==> config.mk <==
export PLATFORM = sky130hd
export DESIGN_NAME = armController
export DESIGN_NICKNAME = d
export VERILOG_FILES = /design/src/armCtrlPkg.sv /design/src/aluDecoder.sv /design/src/armController.sv /design/src/condCheck.sv /design/src/decodeStage.sv /design/src/executeStage.sv /design/src/memWbStage.sv
export VERILOG_INCLUDE_DIRS = /design/src /design/src/src
export SDC_FILE = /design/constraint.sdc
export NUM_CORES = 1
export LEC_CHECK = 0
export BUFFER_PORTS_ARGS = -buffer_cell sky130_fd_sc_hd__buf_2
export CORE_MARGIN = 2
export CORE_UTILIZATION = 45
export DETAILED_ROUTE_END_ITERATION = 7
export GPL_TIMING_DRIVEN = 0
export MAX_ROUTING_LAYER = met4
export PLACE_DENSITY = 0.75
export SLEW_MARGIN = 20
export SYNTH_ARGS = -nofsm -noshare
export SYNTH_HDL_FRONTEND = slang
export SYNTH_SLANG_ARGS = --single-unit
==> constraint.sdc <==
create_clock -name clk -period 4.59 [get_ports clk]
set_clock_uncertainty 0.15 [all_clocks]
set_input_delay 0.918 -clock clk [delete_from_list [all_inputs] [get_ports clk]]
set_output_delay 0.918 -clock clk [all_outputs]
set_load 0.005 [all_outputs]
==> src/armCtrl_settings.svh <==
`ifndef ARMCTRL_SETTINGS_SVH
`define ARMCTRL_SETTINGS_SVH

// One instruction word
`define ARMCTRL_INSTR_W 32

// Condition code for "always"
`define ARMCTRL_COND_AL 4'hE

`define ARMCTRL_PC_REG 4'd15  // R15 is the PC

`endif

==> src/armCtrlPkg.sv <==
`default_nettype none

package armCtrlPkg;

  typedef struct packed {
    logic n;
    logic z;
    logic c;
    logic v;
  } flagsT;

  typedef enum logic [2:0] {
    aluAnd   = 3'd0,
    aluOr    = 3'd1,
    aluXor   = 3'd2,
    aluAdd   = 3'd3,
    aluSub   = 3'd4,
    aluPassB = 3'd5,
    aluBic   = 3'd6   // And with inverted B
  } aluOpT;

  // Bit 1 lets c update, bit 0 lets v update
  typedef enum logic [2:0] {
    cvNone  = 3'b000,
    cvCOnly = 3'b010,  // Logical ops, c from shifter
    cvCV    = 3'b011   // Arithmetic ops
  } cvUpdT;

  typedef enum logic [1:0] {
    regSrcNormal = 2'b00,
    regSrcBranch = 2'b01,  // Port 1 reads the PC
    regSrcStore  = 2'b10   // Port 2 reads Rd for STR
  } regSrcT;

  typedef enum logic [1:0] {
    immDp     = 2'b00,  // 8-bit rotated immediate
    immMem    = 2'b01,  // 12-bit offset
    immBranch = 2'b10   // 24-bit word offset
  } immSrcT;

endpackage

`default_nettype wire

==> src/aluDecoder.sv <==
`timescale 1ns/100ps
`default_nettype none

module aluDecoder (
  input  wire logic       aluInstr,
  input  wire logic [3:0] aluCtrl,
  input  wire logic [1:0] prevCv,  // {c, v} held in the flags register
  output armCtrlPkg::aluOpT  aluOp,
  output armCtrlPkg::cvUpdT  cvUpdate,
  output logic            invertB,
  output logic            reverseInputs,
  output logic            aluCarry,
  output logic            doNotWrite
);
  import armCtrlPkg::*;

  always_comb begin
    // Address arithmetic for loads, stores and branches
    aluOp         = (aluCtrl == 4'b0010) ? aluSub : aluAdd;
    cvUpdate      = cvNone;
    invertB       = 1'b0;
    reverseInputs = 1'b0;
    aluCarry      = 1'b0;
    doNotWrite    = 1'b0;
    if (aluInstr) begin
      case (aluCtrl)
        4'b0000, 4'b1000:          aluOp = aluAnd;    // AND, TST
        4'b0001, 4'b1001:          aluOp = aluXor;    // EOR, TEQ
        4'b0100, 4'b0101, 4'b1011: aluOp = aluAdd;    // ADD, ADC, CMN
        4'b1100:                   aluOp = aluOr;
        4'b1101, 4'b1111:          aluOp = aluPassB;  // MOV, MVN
        4'b1110:                   aluOp = aluBic;
        default:                   aluOp = aluSub;    // SUB, RSB, SBC, RSC, CMP
      endcase

      cvUpdate = (aluOp inside {aluAdd, aluSub}) ? cvCV : cvCOnly;

      // Compares only touch the flags
      doNotWrite = (aluCtrl[3:2] == 2'b10);

      reverseInputs = (aluCtrl == 4'b0011) || (aluCtrl == 4'b0111);  // RSB, RSC
      invertB       = (aluCtrl == 4'b1110) || (aluCtrl == 4'b1111);  // BIC, MVN

      // ADC, SBC and RSC take the old carry
      aluCarry = (aluCtrl inside {4'b0101, 4'b0110, 4'b0111}) && prevCv[1];
    end
  end

endmodule

`default_nettype wire

==> src/armController.sv <==
`timescale 1ns/100ps
`default_nettype none
`include "armCtrl_settings.svh"

module armController (
  input  wire logic                        clk,
  input  wire logic                        rst,
  input  wire logic [`ARMCTRL_INSTR_W-1:0] instrD,
  input  wire armCtrlPkg::flagsT           flagsE,   // ALU result flags
  input  wire logic                        stallE,
  input  wire logic                        stallM,
  input  wire logic                        stallW,
  input  wire logic                        flushE,
  input  wire logic                        flushW,
  output armCtrlPkg::regSrcT               regSrcD,
  output armCtrlPkg::immSrcT               immSrcD,
  output logic                             aluSrcE,
  output armCtrlPkg::aluOpT                aluOpE,
  output logic                             invertBE,
  output logic                             reverseInputsE,
  output logic                             aluCarryE,
  output logic                             branchTakenE,
  output logic                             memtoRegE,
  output logic                             memWriteM,
  output logic                             regWriteM,
  output logic                             memtoRegM,
  output logic                             memtoRegW,
  output logic                             regWriteW,
  output logic                             pcSrcW,
  output logic                             pcWrPendingF
);

  // Raw Execute controls, before condition gating
  logic [3:0] aluCtrlE;
  logic       aluInstrE;
  logic [1:0] flagWriteE;
  logic       branchE;
  logic       memWriteE;
  logic       regWriteE;
  logic       pcSrcE;
  logic [3:0] condE;
  logic       pcSrcD;
  logic       pcSrcM;

  decodeStage decode (
    .clk, .rst, .instrD, .stallE, .flushE, .regSrcD, .immSrcD, .pcSrcD,
    .aluSrcE, .aluCtrlE, .aluInstrE, .flagWriteE, .branchE, .memWriteE,
    .regWriteE, .memtoRegE, .pcSrcE, .condE
  );

  executeStage execute (
    .clk, .rst, .stallE, .stallM, .flagsE, .aluCtrlE, .aluInstrE, .flagWriteE,
    .branchE, .memWriteE, .regWriteE, .memtoRegE, .pcSrcE, .condE,
    .aluOpE, .invertBE, .reverseInputsE, .aluCarryE, .branchTakenE,
    .memWriteM, .regWriteM, .memtoRegM, .pcSrcM
  );

  memWbStage memWb (
    .clk, .rst, .stallW, .flushW, .memtoRegM, .regWriteM, .pcSrcD, .pcSrcE, .pcSrcM,
    .memtoRegW, .regWriteW, .pcSrcW, .pcWrPendingF
  );

endmodule

`default_nettype wire

==> src/condCheck.sv <==
`timescale 1ns/100ps
`default_nettype none
`include "armCtrl_settings.svh"

module condCheck (
  input  wire logic [3:0]        cond,
  input  wire armCtrlPkg::flagsT prevFlags,
  input  wire armCtrlPkg::flagsT aluFlags,
  input  wire logic [1:0]        flagWrite,  // {nz, cv}
  output logic                   condEx,
  output armCtrlPkg::flagsT      nextFlags
);

  logic ge;

  assign ge = (prevFlags.n == prevFlags.v);  // Signed greater or equal

  always_comb begin
    case (cond)
      4'h0:             condEx = prevFlags.z;                 // EQ
      4'h1:             condEx = !prevFlags.z;                // NE
      4'h2:             condEx = prevFlags.c;                 // CS
      4'h3:             condEx = !prevFlags.c;                // CC
      4'h4:             condEx = prevFlags.n;                 // MI
      4'h5:             condEx = !prevFlags.n;                // PL
      4'h6:             condEx = prevFlags.v;                 // VS
      4'h7:             condEx = !prevFlags.v;                // VC
      4'h8:             condEx = prevFlags.c && !prevFlags.z;  // HI
      4'h9:             condEx = !prevFlags.c || prevFlags.z;  // LS
      4'hA:             condEx = ge;
      4'hB:             condEx = !ge;
      4'hC:             condEx = !prevFlags.z && ge;          // GT
      4'hD:             condEx = prevFlags.z || !ge;          // LE
      `ARMCTRL_COND_AL: condEx = 1'b1;
      default:          condEx = 1'b0;  // 4'hF is outside the subset
    endcase
  end

  always_comb begin
    nextFlags = prevFlags;
    if (condEx && flagWrite[1]) begin
      nextFlags.n = aluFlags.n;
      nextFlags.z = aluFlags.z;
    end
    if (condEx && flagWrite[0]) begin
      nextFlags.c = aluFlags.c;
      nextFlags.v = aluFlags.v;
    end
  end

endmodule

`default_nettype wire

==> src/decodeStage.sv <==
`timescale 1ns/100ps
`default_nettype none
`include "armCtrl_settings.svh"

module decodeStage (
  input  wire logic                        clk,
  input  wire logic                        rst,
  input  wire logic [`ARMCTRL_INSTR_W-1:0] instrD,
  input  wire logic                        stallE,
  input  wire logic                        flushE,
  output armCtrlPkg::regSrcT               regSrcD,
  output armCtrlPkg::immSrcT               immSrcD,
  output logic                             pcSrcD,
  output logic                             aluSrcE,
  output logic [3:0]                       aluCtrlE,
  output logic                             aluInstrE,
  output logic [1:0]                       flagWriteE,
  output logic                             branchE,
  output logic                             memWriteE,
  output logic                             regWriteE,
  output logic                             memtoRegE,
  output logic                             pcSrcE,
  output logic [3:0]                       condE
);
  import armCtrlPkg::*;

  logic       aluSrcD;
  logic [3:0] aluCtrlD;
  logic       aluInstrD;
  logic [1:0] flagWriteD;
  logic       branchD;
  logic       memWriteD;
  logic       regWriteD;
  logic       memtoRegD;

  always_comb begin
    regSrcD    = regSrcNormal;
    immSrcD    = immDp;
    aluSrcD    = 1'b0;
    aluCtrlD   = 4'b0100;  // Add unless told otherwise
    aluInstrD  = 1'b0;
    flagWriteD = 2'b00;
    branchD    = 1'b0;
    memWriteD  = 1'b0;
    regWriteD  = 1'b0;
    memtoRegD  = 1'b0;
    case (instrD[27:26])
      2'b00: begin  // Data processing, bit 25 picks immediate
        aluSrcD    = instrD[25];
        aluCtrlD   = instrD[24:21];
        aluInstrD  = 1'b1;
        flagWriteD = {2{instrD[20]}};  // S bit
        regWriteD  = 1'b1;
      end
      2'b01: begin
        immSrcD  = immMem;
        aluSrcD  = 1'b1;
        aluCtrlD = instrD[23] ? 4'b0100 : 4'b0010;  // U bit, add or subtract
        if (instrD[20]) begin  // LDR
          memtoRegD = 1'b1;
          regWriteD = 1'b1;
        end else begin
          memWriteD = 1'b1;
          regSrcD   = regSrcStore;
        end
      end
      2'b10: begin
        regSrcD = regSrcBranch;
        immSrcD = immBranch;
        aluSrcD = 1'b1;
        branchD = 1'b1;
      end
      default: ;  // Unimplemented class decodes as a no-op
    endcase
  end

  assign pcSrcD = (regWriteD && instrD[15:12] == `ARMCTRL_PC_REG) || branchD;

  always_ff @(posedge clk) begin
    if (rst || flushE) begin
      {aluSrcE, aluCtrlE, aluInstrE, flagWriteE, branchE} <= '0;
      {memWriteE, regWriteE, memtoRegE, pcSrcE, condE} <= '0;
    end else if (!stallE) begin
      {aluSrcE, aluCtrlE, aluInstrE, flagWriteE, branchE} <=
        {aluSrcD, aluCtrlD, aluInstrD, flagWriteD, branchD};
      {memWriteE, regWriteE, memtoRegE, pcSrcE} <= {memWriteD, regWriteD, memtoRegD, pcSrcD};
      condE <= instrD[31:28];
    end
  end

  // Nothing outside the subset may reach Execute
  assert property (@(posedge clk) disable iff (rst)
    (!stallE && !flushE) |-> instrD[27:26] != 2'b11)
    else $error("Unimplemented instruction class in Decode");

endmodule

`default_nettype wire

==> src/executeStage.sv <==
`timescale 1ns/100ps
`default_nettype none

module executeStage (
  input  wire logic              clk,
  input  wire logic              rst,
  input  wire logic              stallE,
  input  wire logic              stallM,
  input  wire armCtrlPkg::flagsT flagsE,
  input  wire logic [3:0]        aluCtrlE,
  input  wire logic              aluInstrE,
  input  wire logic [1:0]        flagWriteE,
  input  wire logic              branchE,
  input  wire logic              memWriteE,
  input  wire logic              regWriteE,
  input  wire logic              memtoRegE,
  input  wire logic              pcSrcE,
  input  wire logic [3:0]        condE,
  output armCtrlPkg::aluOpT      aluOpE,
  output logic                   invertBE,
  output logic                   reverseInputsE,
  output logic                   aluCarryE,
  output logic                   branchTakenE,
  output logic                   memWriteM,
  output logic                   regWriteM,
  output logic                   memtoRegM,
  output logic                   pcSrcM
);
  import armCtrlPkg::*;

  flagsT      prevFlagsE;
  flagsT      nextFlagsE;
  flagsT      aluFlagsE;
  cvUpdT      cvUpdateE;
  logic       condExE;
  logic       doNotWriteE;
  logic [1:0] flagWriteSelE;
  logic       memWriteGatedE;
  logic       regWriteGatedE;
  logic       pcSrcGatedE;

  aluDecoder aluDec (
    .aluInstr(aluInstrE), .aluCtrl(aluCtrlE), .prevCv({prevFlagsE.c, prevFlagsE.v}),
    .aluOp(aluOpE), .cvUpdate(cvUpdateE), .invertB(invertBE),
    .reverseInputs(reverseInputsE), .aluCarry(aluCarryE), .doNotWrite(doNotWriteE)
  );

  // Logical ops keep v, so only the allowed flags come from the ALU
  assign aluFlagsE.n = flagsE.n;
  assign aluFlagsE.z = flagsE.z;
  assign aluFlagsE.c = flagsE.c;
  assign aluFlagsE.v = (cvUpdateE == cvCV) ? flagsE.v : prevFlagsE.v;
  assign flagWriteSelE = {flagWriteE[1], flagWriteE[0] && (cvUpdateE != cvNone)};

  condCheck cond (
    .cond(condE), .prevFlags(prevFlagsE), .aluFlags(aluFlagsE),
    .flagWrite(flagWriteSelE), .condEx(condExE), .nextFlags(nextFlagsE)
  );

  always_ff @(posedge clk) begin
    if (rst) prevFlagsE <= '0;
    else if (!stallE) prevFlagsE <= nextFlagsE;  // Held instruction writes once
  end

  assign branchTakenE   = branchE && condExE;
  assign memWriteGatedE = memWriteE && condExE;
  assign regWriteGatedE = regWriteE && condExE && !doNotWriteE;
  assign pcSrcGatedE    = pcSrcE && condExE;

  always_ff @(posedge clk) begin
    if (rst) begin
      {memWriteM, regWriteM, memtoRegM, pcSrcM} <= '0;
    end else if (!stallM) begin
      {memWriteM, regWriteM, memtoRegM, pcSrcM} <=
        {memWriteGatedE, regWriteGatedE, memtoRegE, pcSrcGatedE};
    end
  end

  // A taken branch must redirect the PC from the Memory stage
  assert property (@(posedge clk) disable iff (rst)
    (branchTakenE && !stallM) |=> pcSrcM)
    else $error("Taken branch lost between Execute and Memory");

endmodule

`default_nettype wire

==> src/memWbStage.sv <==
`timescale 1ns/100ps
`default_nettype none

module memWbStage (
  input  wire logic clk,
  input  wire logic rst,
  input  wire logic stallW,
  input  wire logic flushW,
  input  wire logic memtoRegM,
  input  wire logic regWriteM,
  input  wire logic pcSrcD,
  input  wire logic pcSrcE,
  input  wire logic pcSrcM,
  output logic      memtoRegW,
  output logic      regWriteW,
  output logic      pcSrcW,
  output logic      pcWrPendingF
);

  always_ff @(posedge clk) begin
    if (rst || flushW) begin
      memtoRegW <= 1'b0;
      regWriteW <= 1'b0;
      pcSrcW    <= 1'b0;
    end else if (!stallW) begin
      memtoRegW <= memtoRegM;
      regWriteW <= regWriteM;
      pcSrcW    <= pcSrcM;
    end
  end

  // Fetch waits while any older instruction may still write R15
  assign pcWrPendingF = pcSrcD || pcSrcE || pcSrcM;

  assert property (@(posedge clk) disable iff (rst) !$isunknown(regWriteW))
    else $error("regWriteW unknown after reset");

endmodule

`default_nettype wire

==> impl_results.md, run 1 <==
- Yosys warning total: 0
- Crit-path cells: buf_2 > inv_1 > ha_1 > a21oi_1 > o21bai_1 > or3_1 > buf_2
- Power Dens Cells: 255 mW/mm²
- Wire length of the first global-routing pass: 5.40 mm
- Placed instance area: 0.00186 mm²
- Clock transition at the registers of the reported paths: 80 ps
- Fill cell instance count of the final layout: 347
- Congestion Overflow GR: 0
- Number of buffers and inverters on the critical path: 3
- Dominant register cell in the synthesized netlist: sky130_fd_sc_hd__dfxtp_1
- Startpoint type of the worst setup path: primary input
- CP max stage cell: sky130_fd_sc_hd__or3_1
- Path length in cells of the critical path: 7
- Final core area utilization: 0.575
- Largest net degree at the start of global routing: 11
- Post-synthesis async set-or-reset flop share: 0
- Number of vias per cell: 4.98
- Most frequent cells in the layout: sky130_fd_sc_hd__buf_2 (47), sky130_fd_sc_hd__dfxtp_1 (30), sky130_fd_sc_hd__nor2_1 (25), sky130_fd_sc_hd__a21oi_1 (15), sky130_fd_sc_hd__nand2_1 (14)
- Transition time at the pin with the least slew margin: 560 ps
- Final worst-path setup slack: 1420 ps
- Worst skew pair latency: 320 ps
- Clock share of power: 0.326
- Seq/Total Area, Yosys: 0.382
- Endpoint type of the worst setup path: output port
- Number of antenna violations at the first check in global routing: 0
- Reported net switching power: 0.000121 W
- Part of the power in registers: 0.548
- Most frequent CP cell: sky130_fd_sc_hd__buf_2
- RSZ-0062 raised after global routing: false
- Critical path type: in2out
- Net switching share of the total power: 0.249
- Req. time, crit path: 3520 ps
- Max rail drop VDD: 145 µV
- Crit path arrival time: 2100 ps
- Top cell type by total area after synthesis: sky130_fd_sc_hd__dfxtp_1
- Weighted congestion reported at the end of routability-driven placement: 0.864
- Die boundary height: 63.1 µm
- Final Critical Period: 3170 ps
- Number of input and output port buffers inserted: 46
- Number of synthesized flops with an enable pin: 0
- Reported leakage power: 0.863 nW
- Sum of routed wire length over all layers: 3.25 mm
- Area enclosed by the die boundary: 0.00398 mm²
- DRC marker count from the first detailed-route iteration: 61
- Final clock period utilization by the worst path: 0.691
- Footprint of the flip-flops and latches: 601 µm²
- Top-Level Pins: 63
- Tightest Hold Check Type: reg2reg
- Number of post-CTS setup repair buffers: 0
- Fraction of post-synthesis cell area in the top cell type by area: 0.382
- Clock tree from TritonCTS: done
- Number of buffers inserted by hold repair at cts: 0
- Antenna diode instance count: 0
- Fraction of final layout cells with drive strength greater than 1: 0.275
- Clock Root Buffer: sky130_fd_sc_hd__clkbuf_4
- Largest cells by area after synthesis: sky130_fd_sc_hd__dfxtp_1 (38%), sky130_fd_sc_hd__mux2i_1 (7.6%), sky130_fd_sc_hd__nor2_1 (6.0%)
- Critical path peak fanout: 4
- Area of all placed cells without fillers: 0.00192 mm²
- Worst Hold Depth: 2
- WL per Instance: 11.4 µm
- Level count of the clock H-tree: 2
- Number of buffers on the longest clock path: 2
- Via count of the first global-routing pass: 1,307
- Number of gates resized after CTS: 0
- Total GRT Usage: 0.174
- Commonest non-fill, non-tap cell in the layout: sky130_fd_sc_hd__buf_2
- Logic depth of the worst register-to-register path: 7
- Max Slew Vio Count: 0
- Cell family with the largest share of critical-path delay: compound AO/OA/AOI/OAI gates
- Synth Instances: 186
- Run status: complete, no violations
- Number of clock sinks: 30
- Die X-Extent: 63.1 µm
- Placed wire-length estimate: 2.57 mm
- Area growth from synthesis to layout: 22.2%
- Effective utilization at floorplan: 0.471
- Std-Cell Core Area: 0.00334 mm²
- Pre-Repair DR Iteration Count: 4
- # Max-Cap Violations: 0
- Area taken by multi-input logic gates: 867 µm²
- #FFs+latches synth: 30
- Worst path max stage delay: 320 ps
- Highest Clock Rate: 315 MHz
- Syn Std Cell Area: 0.00157 mm²
- Synthesized netlist net count: 234
- Post-synthesis average cell area: 8.44 µm²
- Sum of negative setup slack: 0 ps
- Antenna Nets Post-Route: 0
- Row count: 21
- Comb power frac: 0.126
- Count of unique library cells instantiated by Yosys: 45
- Count of final hold-check violations: 0
- Fin nets: 287
- Number of buffers inserted during clock tree synthesis: 5
- Worst setup slack before clock tree synthesis: 1420 ps
- Via Count: 1,423
- DRC errors left: 0
- Number of setup violations in the final report: 0
- Power Internal: 0.000367 W
- Tightest slew margin relative to the limit: 0.627
[metal layers]
metal  track usage  routed length [µm]  vias to the layer above
met5             -                   0                        -
met4        0.0611                  35                        0
met3        0.0500                 148                        4
met2         0.281                1520                       34
met1         0.207                1550                      630
li1              -                   -                      755
[cell usage after synthesis, types with 5 or more instances]
cell	instances
sky130_fd_sc_hd__dfxtp_1	30
sky130_fd_sc_hd__a21oi_1	15
sky130_fd_sc_hd__o21ai_0	7
sky130_fd_sc_hd__nand3_1	6
sky130_fd_sc_hd__ha_1	5
sky130_fd_sc_hd__mux2i_1	12
sky130_fd_sc_hd__nor3_1	5
sky130_fd_sc_hd__a22oi_1	6
sky130_fd_sc_hd__nor2_1	25
sky130_fd_sc_hd__nand2_1	14
sky130_fd_sc_hd__inv_1	7
[worst paths after layout]
check | end | slack, ps | startpoint
hold reg to reg | execute.memWriteM | 320 | execute.memWriteM
setup / recovery | pcWrPendingF | 1420 | instrD[27]
hold / removal | execute.memWriteM | 320 | execute.memWriteM
setup reg to reg | execute.regWriteM | 2680 | decode.condE[2]
[cells by family after synthesis]
| family | count (synthesis) | synth area share |
|---|---|---|
| simple gates | 75 | 0.245 |
| compound gates | 40 | 0.163 |
| flops | 30 | 0.382 |
| buf+inv | 19 | 0.0653 |
| mux | 12 | 0.0765 |
| xor+xnor | 5 | 0.0279 |
| fa+ha+maj | 5 | 0.0398 |
[worst register-to-register path, cell delays in order, from the launching register on]
cell,delay (ps)
sky130_fd_sc_hd__dfxtp_1,300
sky130_fd_sc_hd__buf_2,160
sky130_fd_sc_hd__and3b_1,210
sky130_fd_sc_hd__a22oi_2,140
sky130_fd_sc_hd__xnor2_1,100
sky130_fd_sc_hd__a311o_2,480
sky130_fd_sc_hd__o2111ai_1,150
sky130_fd_sc_hd__a21oi_1,90
[power groups by stage]
| stage | combinational [W] | sequential, W | clock [W] |
|---|---|---|---|
| after floorplan | 0.0000371 | 0.000273 | 0 |
| after global placement | 0.0000608 | 0.000274 | 0 |
| after detailed placement | 0.0000614 | 0.000274 | 0 |
| after CTS | 0.0000618 | 0.000268 | 0.000162 |
| after global routing | 0.0000693 | 0.000268 | 0.000175 |
| final | 0.0000615 | 0.000268 | 0.000159 |
[per-stage QoR]
stage,hold WS [ps],power [W],cells
after floorplan,290,0.000310,186
after global placement,300,0.000335,278
after detailed placement,317,0.000335,278
after CTS,328,0.000492,286
after global routing,350,0.000513,286
final,323,0.000489,286
[area by class of cell]
| class | count | share of cell area |
|---|---|---|
| multi-input cells | 137 | 0.452 |
| flip-flops and latches | 30 | 0.313 |
| repair buffers | 46 | 0.120 |
| plain buffers | 12 | 0.0398 |
| well taps | 46 | 0.0300 |
| clock buffers | 7 | 0.0287 |
| inverters | 7 | 0.0137 |
| clock inverters | 1 | 0.00261 |
Note: power is estimated with default switching activity, not from simulation.
==> run 2, diff against run 1 <==
--- a/config.mk
+++ b/config.mk
@@ -6,6 +6,7 @@
 export SDC_FILE = /design/constraint.sdc
 export NUM_CORES = 1
 export LEC_CHECK = 0
+export ABC_AREA = 1
 export BUFFER_PORTS_ARGS = -buffer_cell sky130_fd_sc_hd__buf_2
 export CORE_MARGIN = 2
 export CORE_UTILIZATION = 45
==> constraint.sdc (replaced) <==
create_clock -name clk -period 3.1 [get_ports clk]
set_clock_uncertainty 0.15 [all_clocks]
set_input_delay 0.62 -clock clk [delete_from_list [all_inputs] [get_ports clk]]
set_output_delay 0.62 -clock clk [all_outputs]
set_load 0.005 [all_outputs]
==> run 2 against run 1 <==
  * Combinational power increased by 52%
  * Synthesized cell count increased by 31%
  * Count of clock-buffer cells in the layout decreased by 1
  * Critical endpoint unchanged
==> impl_results.md, run 2 <==
- Critical path peak fanout: 4 (unchanged)
- Number of synthesized flops with an enable pin: 0 (unchanged)
- Tightest Hold Check Type: reg2reg
- Clock tree from TritonCTS: done
- Most frequent cells in the layout: sky130_fd_sc_hd__nand2_1 (53), sky130_fd_sc_hd__buf_2 (45), sky130_fd_sc_hd__inv_1 (41), sky130_fd_sc_hd__dfxtp_1 (30), sky130_fd_sc_hd__nor2_1 (27)
- Logic depth of the worst register-to-register path: 11 (+4)
- RSZ-0062 raised after global routing: false
- Area growth from synthesis to layout: 20.7%
- Reported leakage power: 0.985 nW (+14%)
- Commonest non-fill, non-tap cell in the layout: sky130_fd_sc_hd__nand2_1
- Top cell type by total area after synthesis: sky130_fd_sc_hd__dfxtp_1
- Number of input and output port buffers inserted: 45 (-2.2%)
- Total GRT Usage: 0.197 (+0.0232)
- Fin nets: 343 (+20%)
- Transition time at the pin with the least slew margin: 439 ps (-121 ps)
- Fin Hold WS: 303 ps (-19.5 ps)
- Worst Hold Depth: 2 (unchanged)
- Number of gates resized after CTS: 0 (unchanged)
- Weighted congestion reported at the end of routability-driven placement: 0.815 (-5.7%)
- Tightest slew margin relative to the limit: 0.707 (+0.0807)
- Row count: 21 (unchanged)
- Number of antenna violations at the first check in global routing: 0 (unchanged)
- Number of buffers inserted during clock tree synthesis: 5 (unchanged)
- Footprint of the flip-flops and latches: 601 µm² (unchanged)
- Yosys warning total: 0 (unchanged)
- Pre-Repair DR Iteration Count: 4 (unchanged)
- Area enclosed by the die boundary: 0.00408 mm² (+2.7%)
- Top-Level Pins: 63 (unchanged)
- Crit-path cells: buf_2 > inv_1 > ha_1 > a21oi_1 > nor2_1 > nor2_1 > or3b_2 > buf_2
- Std-Cell Core Area: 0.00339 mm² (+1.6%)
- Worst path max stage delay: 450 ps (+130 ps)
- Post-synthesis async set-or-reset flop share: 0 (unchanged)
- Req. time, crit path: 2330 ps (-1190 ps)
- Largest net degree at the start of global routing: 11 (unchanged)
- Count of unique library cells instantiated by Yosys: 28 (-38%)
- Die X-Extent: 63.9 µm (+1.3%)
- Antenna diode instance count: 0 (unchanged)
- Sum of negative setup slack: 0 ps (unchanged)
- Final Critical Period: 2800 ps
- Top cell types by occurrence after synthesis: sky130_fd_sc_hd__nand2_1 (53), sky130_fd_sc_hd__inv_1 (41), sky130_fd_sc_hd__dfxtp_1 (30), sky130_fd_sc_hd__nor2_1 (27), sky130_fd_sc_hd__a21oi_1 (20)
- Endpoint type of the worst setup path: output port
- Sum of routed wire length over all layers: 3.59 mm (+10%)
- Placed wire-length estimate: 2.93 mm (+14%)
- Power Dens Cells: 367 mW/mm² (+44%)
- Effective utilization at floorplan: 0.477 (+0.00599)
- Count of final hold-check violations: 0 (unchanged)
- Antenna Nets Post-Route: 0 (unchanged)
- Fraction of post-synthesis cell area in the top cell type by area: 0.372 (-0.0107)
- Most common cell in the netlist: sky130_fd_sc_hd__nand2_1
- Max rail drop VDD: 231 µV (+59%)
- Syn Std Cell Area: 0.00162 mm² (+2.9%)
- Die boundary height: 63.9 µm (+1.3%)
- Number of clock sinks: 30 (unchanged)
- Fraction of final layout cells with drive strength greater than 1: 0.228 (-0.0471)
- Wire length of the first global-routing pass: 6.21 mm (+15%)
- Clock Root Buffer: sky130_fd_sc_hd__clkbuf_4
- Via count of the first global-routing pass: 1,466 (+12%)
- Max Slew Vio Count: 0 (unchanged)
- Area taken by multi-input logic gates: 797 µm² (-8.1%)
- Run status: complete, no violations
- DRC marker count from the first detailed-route iteration: 55 (-9.8%)
- Startpoint type of the worst setup path: primary input
- Final clock period utilization by the worst path: 0.903
- Level count of the clock H-tree: 2 (unchanged)
- Post-synthesis average cell area: 6.65 µm² (-21%)
- Number of buffers on the longest clock path: 2 (unchanged)
- WL per Instance: 10.6 µm (-7.1%)
- Synthesized netlist net count: 291 (+24%)
- CP max stage cell: sky130_fd_sc_hd__or3b_2
- Crit path arrival time: 2030 ps (-70 ps)
- Dominant register cell in the synthesized netlist: sky130_fd_sc_hd__dfxtp_1
- Worst skew pair latency: 320 ps (about the same)
- Number of buffers inserted by hold repair at cts: 0 (unchanged)
- Via Count: 1,667 (+17%)
- Highest Clock Rate: 357 MHz
- DRC errors left: 0 (unchanged)
- Synth Instances: 243 (+31%)
- Number of vias per cell: 4.90 (-1.5%)
- #FFs+latches synth: 30 (unchanged)
- Fill cell instance count of the final layout: 359 (+3.5%)
- Clock transition at the registers of the reported paths: 80 ps (about the same)
- Largest cells by area after synthesis: sky130_fd_sc_hd__dfxtp_1 (37%), sky130_fd_sc_hd__nand2_1 (12%), sky130_fd_sc_hd__inv_1 (9.5%)
- Number of setup violations in the final report: 0 (unchanged)
- Seq/Total Area, Yosys: 0.372 (-0.0107)
- Number of post-CTS setup repair buffers: 0 (unchanged)
- # Max-Cap Violations: 0 (unchanged)
- Congestion Overflow GR: 0 (unchanged)
- Critical path type: in2out
run 2: cell count changes in the layout (fill, tap and decap cells not counted), sizes merged, moves of 3 or more:
cell and delta:
a21oi +5, nor2 +5, inv +36, a22oi -6, mux2i -12, buf -4, o21ai +7, nor2b -3
xor2 -3, nor3 -4, nand2b -4, nand3 +13, nand2 +41
run 2: path summary, 6_finish.rpt:
path	endpoint	slack [ps]	startpoint
hold reg to reg	memWb.memtoRegW	300	memWb.memtoRegW
setup / recovery	pcWrPendingF	300	instrD[26]
setup reg to reg	execute.prevFlagsE[2]	1440	decode.condE[2]
hold / removal	memWb.memtoRegW	300	memWb.memtoRegW
run 2: cell type report:
type                    count  area share
clock buffers               6      0.0263
flip-flops and latches     30       0.308
multi-input cells         162       0.409
well taps                  46      0.0295
plain buffers               8      0.0289
repair buffers             45       0.116
inverters                  43      0.0828
run 2: per-stage QoR:
stage	worst slack (ps)	area [µm²]	util	instances	power (W)
2_1_floorplan	708	1620	-	243	0.000464
3_3_place_gp	344	1900	0.560	334	0.000502
3_5_place_dp	317	1900	0.560	334	0.000504
4_1_cts	318	1950	0.575	340	0.000721
5_1_grt	146	1950	0.575	340	0.000751
6_report	301	1950	0.575	340	0.000715
run 2: layer usage:
layer  up-vias  track usage  part of all wire
li1        876            -                 -
met1       746        0.224              0.45
met2        40        0.342              0.49
met3         5       0.0475             0.046
met4         0       0.0571             0.013
met5         -            -                 0
run 2: worst max-delay path, delay by kind of cell:
kind,cells,cell delay [ps]
compound gates,1,200
fa+ha+maj,1,230
buf+inv,3,330
simple gates,3,650
run 2: cells by family after synthesis:
kind of cell               synth area share
buffers and inverters                 0.135
AOI/OAI and AO/OA                     0.153
and+or+nand+nor                       0.302
adders and majority gates            0.0387
DFF                                   0.372
run 2: report_power, final:
group / leakage, nW / internal [W] / switching, W
clock: 0.0302 / 0.000102 / 0.000118
combinational: 0.712 / 0.0000399 / 0.0000538
sequential: 0.244 / 0.000395 / 0.00000662
==> run 3, diff against run 2 <==
--- a/config.mk
+++ b/config.mk
@@ -8,12 +8,14 @@
 export LEC_CHECK = 0
 export ABC_AREA = 1
 export BUFFER_PORTS_ARGS = -buffer_cell sky130_fd_sc_hd__buf_2
+export CELL_PAD_IN_SITES_DETAIL_PLACEMENT = 0
+export CELL_PAD_IN_SITES_GLOBAL_PLACEMENT = 2
 export CORE_MARGIN = 2
-export CORE_UTILIZATION = 45
+export CORE_UTILIZATION = 24
 export DETAILED_ROUTE_END_ITERATION = 7
 export GPL_TIMING_DRIVEN = 0
 export MAX_ROUTING_LAYER = met4
-export PLACE_DENSITY = 0.75
+export PLACE_DENSITY = 0.77
 export SLEW_MARGIN = 20
 export SYNTH_ARGS = -nofsm -noshare
 export SYNTH_HDL_FRONTEND = slang
==> run 3 against run 2 <==
  * Sequential share of layout area fell by 1.2 points
  * Largest power group unchanged
  * Clock power up 51%
  * Final area is 4.0% higher
  * First-iteration DRC count grew 11%
  * Global-route usage fell by 6.7 points
  * Die area increased by 81%
  * Highest routed layer unchanged
  * Final cell count is 9.7% higher
  * Utilization is 26 points lower
  * Critical path depth did not move
  * Register-to-register slack worse by 40 ps
==> impl_results.md, run 3 (synthesized netlist as in run 2, its figures left out) <==
- Transition time at the pin with the least slew margin: 500 ps (+61.1 ps)
- CP max stage cell: sky130_fd_sc_hd__or3b_2
- Cell family with the largest share of critical-path delay: simple AND/OR/NAND/NOR gates
- Area growth from synthesis to layout: 25.6%
- Req. time, crit path: 2330 ps (about the same)
- Level count of the clock H-tree: 2 (unchanged)
- Highest Clock Rate: 361 MHz (+0.97%)
- Reported net switching power: 0.000215 W (+21%)
- Crit-path cells: buf_2 > inv_1 > ha_1 > a21oi_1 > nor2_1 > nor2_1 > or3b_2 > buf_2
- Placed Instances: 365 (+9.3%)
- Fin nets: 343 (unchanged)
- Post-layout instance count excluding filler cells: 373 (+9.7%)
- Part of the power in registers: 0.485 (-0.076)
- Startpoint type of the worst setup path: primary input
- Final worst-path setup slack: 328 ps (+26.8 ps)
- Launch point of the worst reg-to-reg path: decode.condE[1]
- DRC errors left: 0 (unchanged)
- Startpoint of the most critical setup path: instrD[27]
- Row count: 29 (+38%)
- Die X-Extent: 86.0 µm (+35%)
- Placed instance area: 0.00194 mm² (+2.0%)
- Fraction of final layout cells with drive strength greater than 1: 0.230 (+0.00184)
- Clock share of power: 0.400 (+0.092)
- Max rail drop VDD: 119 µV (-48%)
- Number of vias per cell: 4.42 (-9.9%)
- Number of buffers inserted by hold repair at cts: 0 (unchanged)
- Top-Level Pins: 63 (unchanged)
- Via count of the first global-routing pass: 1,637 (+12%)
- Number of buffers inserted during clock tree synthesis: 5 (unchanged)
- Tightest Hold Check Type: reg2reg
- Sum of routed wire length over all layers: 4.32 mm (+20%)
- Net switching share of the total power: 0.260 (+0.0103)
- Path length in cells of the critical path: 8 (unchanged)
- Crit path arrival time: 2000 ps (-30 ps)
- Area of all placed cells without fillers: 0.00203 mm² (+4.0%)
- Worst R2R Setup Slack: 1400 ps (-40 ps)
- Number of buffers on the longest clock path: 2 (unchanged)
- Most frequent cells in the layout: sky130_fd_sc_hd__nand2_1 (53), sky130_fd_sc_hd__buf_2 (45), sky130_fd_sc_hd__inv_1 (41), sky130_fd_sc_hd__dfxtp_1 (30), sky130_fd_sc_hd__nor2_1 (27)
- Number of buffers and inverters on the critical path: 3 (unchanged)
- Placed wire-length estimate: 3.39 mm (+16%)
- Fin Hold WS: 309 ps (+5.66 ps)
- Endpoint of the most critical setup path: pcWrPendingF
- Max Slew Vio Count: 0 (unchanged)
- Via Count: 1,648 (-1.1%)
- Critical path peak fanout: 4 (unchanged)
- Logic depth of the worst register-to-register path: 13 (+2)
- Clock tree from TritonCTS: done
- Number of gates resized after CTS: 0 (unchanged)
- Clock transition at the registers of the reported paths: 60 ps (-20 ps)
- Power Internal: 0.000614 W (+14%)
- DRC marker count from the first detailed-route iteration: 61 (+11%)
- Power Dens Cells: 409 mW/mm² (+12%)
- Reported leakage power: 1.00 nW (+1.8%)
- Number of setup violations in the final report: 0 (unchanged)
- Congestion Overflow GR: 0 (unchanged)
- Std-Cell Core Area: 0.00642 mm² (+89%)
- Area enclosed by the die boundary: 0.00740 mm² (+81%)
- WL per Instance: 11.6 µm (+9.7%)
- Largest net degree at the start of global routing: 11 (unchanged)
- Comb power frac: 0.115 (-0.016)
- Endpoint type of the worst setup path: output port
- Worst reg2reg endpoint: execute.prevFlagsE[3]
- Total GRT Usage: 0.130 (-0.0671)
- Worst skew pair latency: 280 ps (-40 ps)
- # Max-Cap Violations: 0 (unchanged)
- Final clock period utilization by the worst path: 0.894 (-0.00865)
- Count of final hold-check violations: 0 (unchanged)
- Run status: complete, no violations
- Commonest non-fill, non-tap cell in the layout: sky130_fd_sc_hd__nand2_1
- Worst setup slack before clock tree synthesis: 325 ps (+7.96 ps)
- Final Critical Period: 2770 ps (-26.8 ps)
- Worst path max stage delay: 450 ps (about the same)
- RSZ-0062 raised after global routing: false
- Critical path type: in2out
- Wire length of the first global-routing pass: 7.35 mm (+18%)
- Effective utilization at floorplan: 0.252 (-0.225)
- Number of post-CTS setup repair buffers: 0 (unchanged)
- Number of antenna violations at the first check in global routing: 0 (unchanged)
- Pre-Repair DR Iteration Count: 4 (unchanged)
- Antenna diode instance count: 0 (unchanged)
- Tightest slew margin relative to the limit: 0.667 (-0.0407)
- Antenna Nets Post-Route: 0 (unchanged)
- Sum of negative setup slack: 0 ps (unchanged)
- Die boundary height: 86.0 µm (+35%)
- Number of input and output port buffers inserted: 45 (unchanged)
- Number of clock sinks: 30 (unchanged)
- Weighted congestion reported at the end of routability-driven placement: 0.815 (unchanged)
- Clock Root Buffer: sky130_fd_sc_hd__clkbuf_8
[run 3: layout make-up]
| type | count | area [µm²] |
|---|---|---|
| timing repair buffer | 45 | 225 |
| sequential | 30 | 601 |
| multi-input combinational | 162 | 797 |
| clock buffer | 7 | 86.3 |
| buffer | 8 | 56.3 |
| fill | 731 | 4390 |
| tap | 77 | 96.3 |
| clock inverter | 1 | 5.00 |
| inverter | 43 | 161 |
[run 3: how the worst min path moves through the flow]
stage                     from              end  slack, ps  cells past startpoint
3_3_place_gp   memWb.memtoRegW  memWb.memtoRegW        300                      2
4_1_cts        memWb.memtoRegW  memWb.memtoRegW        310                      2
6_report       memWb.memtoRegW  memWb.memtoRegW        310                      2
2_1_floorplan   execute.pcSrcM   execute.pcSrcM        290                      2
3_5_place_dp   memWb.memtoRegW  memWb.memtoRegW        300                      2
5_1_grt        memWb.memtoRegW  memWb.memtoRegW        340                      2
[run 3: tightest hold or removal path, delay by kind of cell (launching register included)]
kind             cells  cell delay (ps)
AO/OA/AOI/OAI        1               60
AND/OR/NAND/NOR      1               50
flip-flops           1              310
[run 3: through the flow]
step	total power, W	utilization
6_report	0.000829	0.316
4_1_cts	0.000840	0.316
3_3_place_gp	0.000508	0.302
3_5_place_dp	0.000507	0.302
2_1_floorplan	0.000464	-
5_1_grt	0.000876	0.316
[run 3: power by group through the flow]
| stage | logic, W | clock network [W] | registers [W] |
|---|---|---|---|
| after floorplan | 0.0000548 | 0 | 0.000409 |
| after global placement | 0.0000966 | 0 | 0.000411 |
| after detailed placement | 0.0000965 | 0 | 0.000411 |
| after CTS | 0.0000967 | 0.000341 | 0.000402 |
| after global routing | 0.000110 | 0.000363 | 0.000403 |
| final | 0.0000951 | 0.000332 | 0.000402 |
[run 3: routing by layer]
| metal | global-route usage | vias up | part of all wire |
|---|---|---|---|
| met3 | 0.0327 | 7 | 0.045 |
| met1 | 0.154 | 730 | 0.46 |
| met4 | 0.0390 | 0 | 0.015 |
| met5 | - | - | 0 |
| met2 | 0.217 | 35 | 0.48 |
| li1 | - | 876 | - |
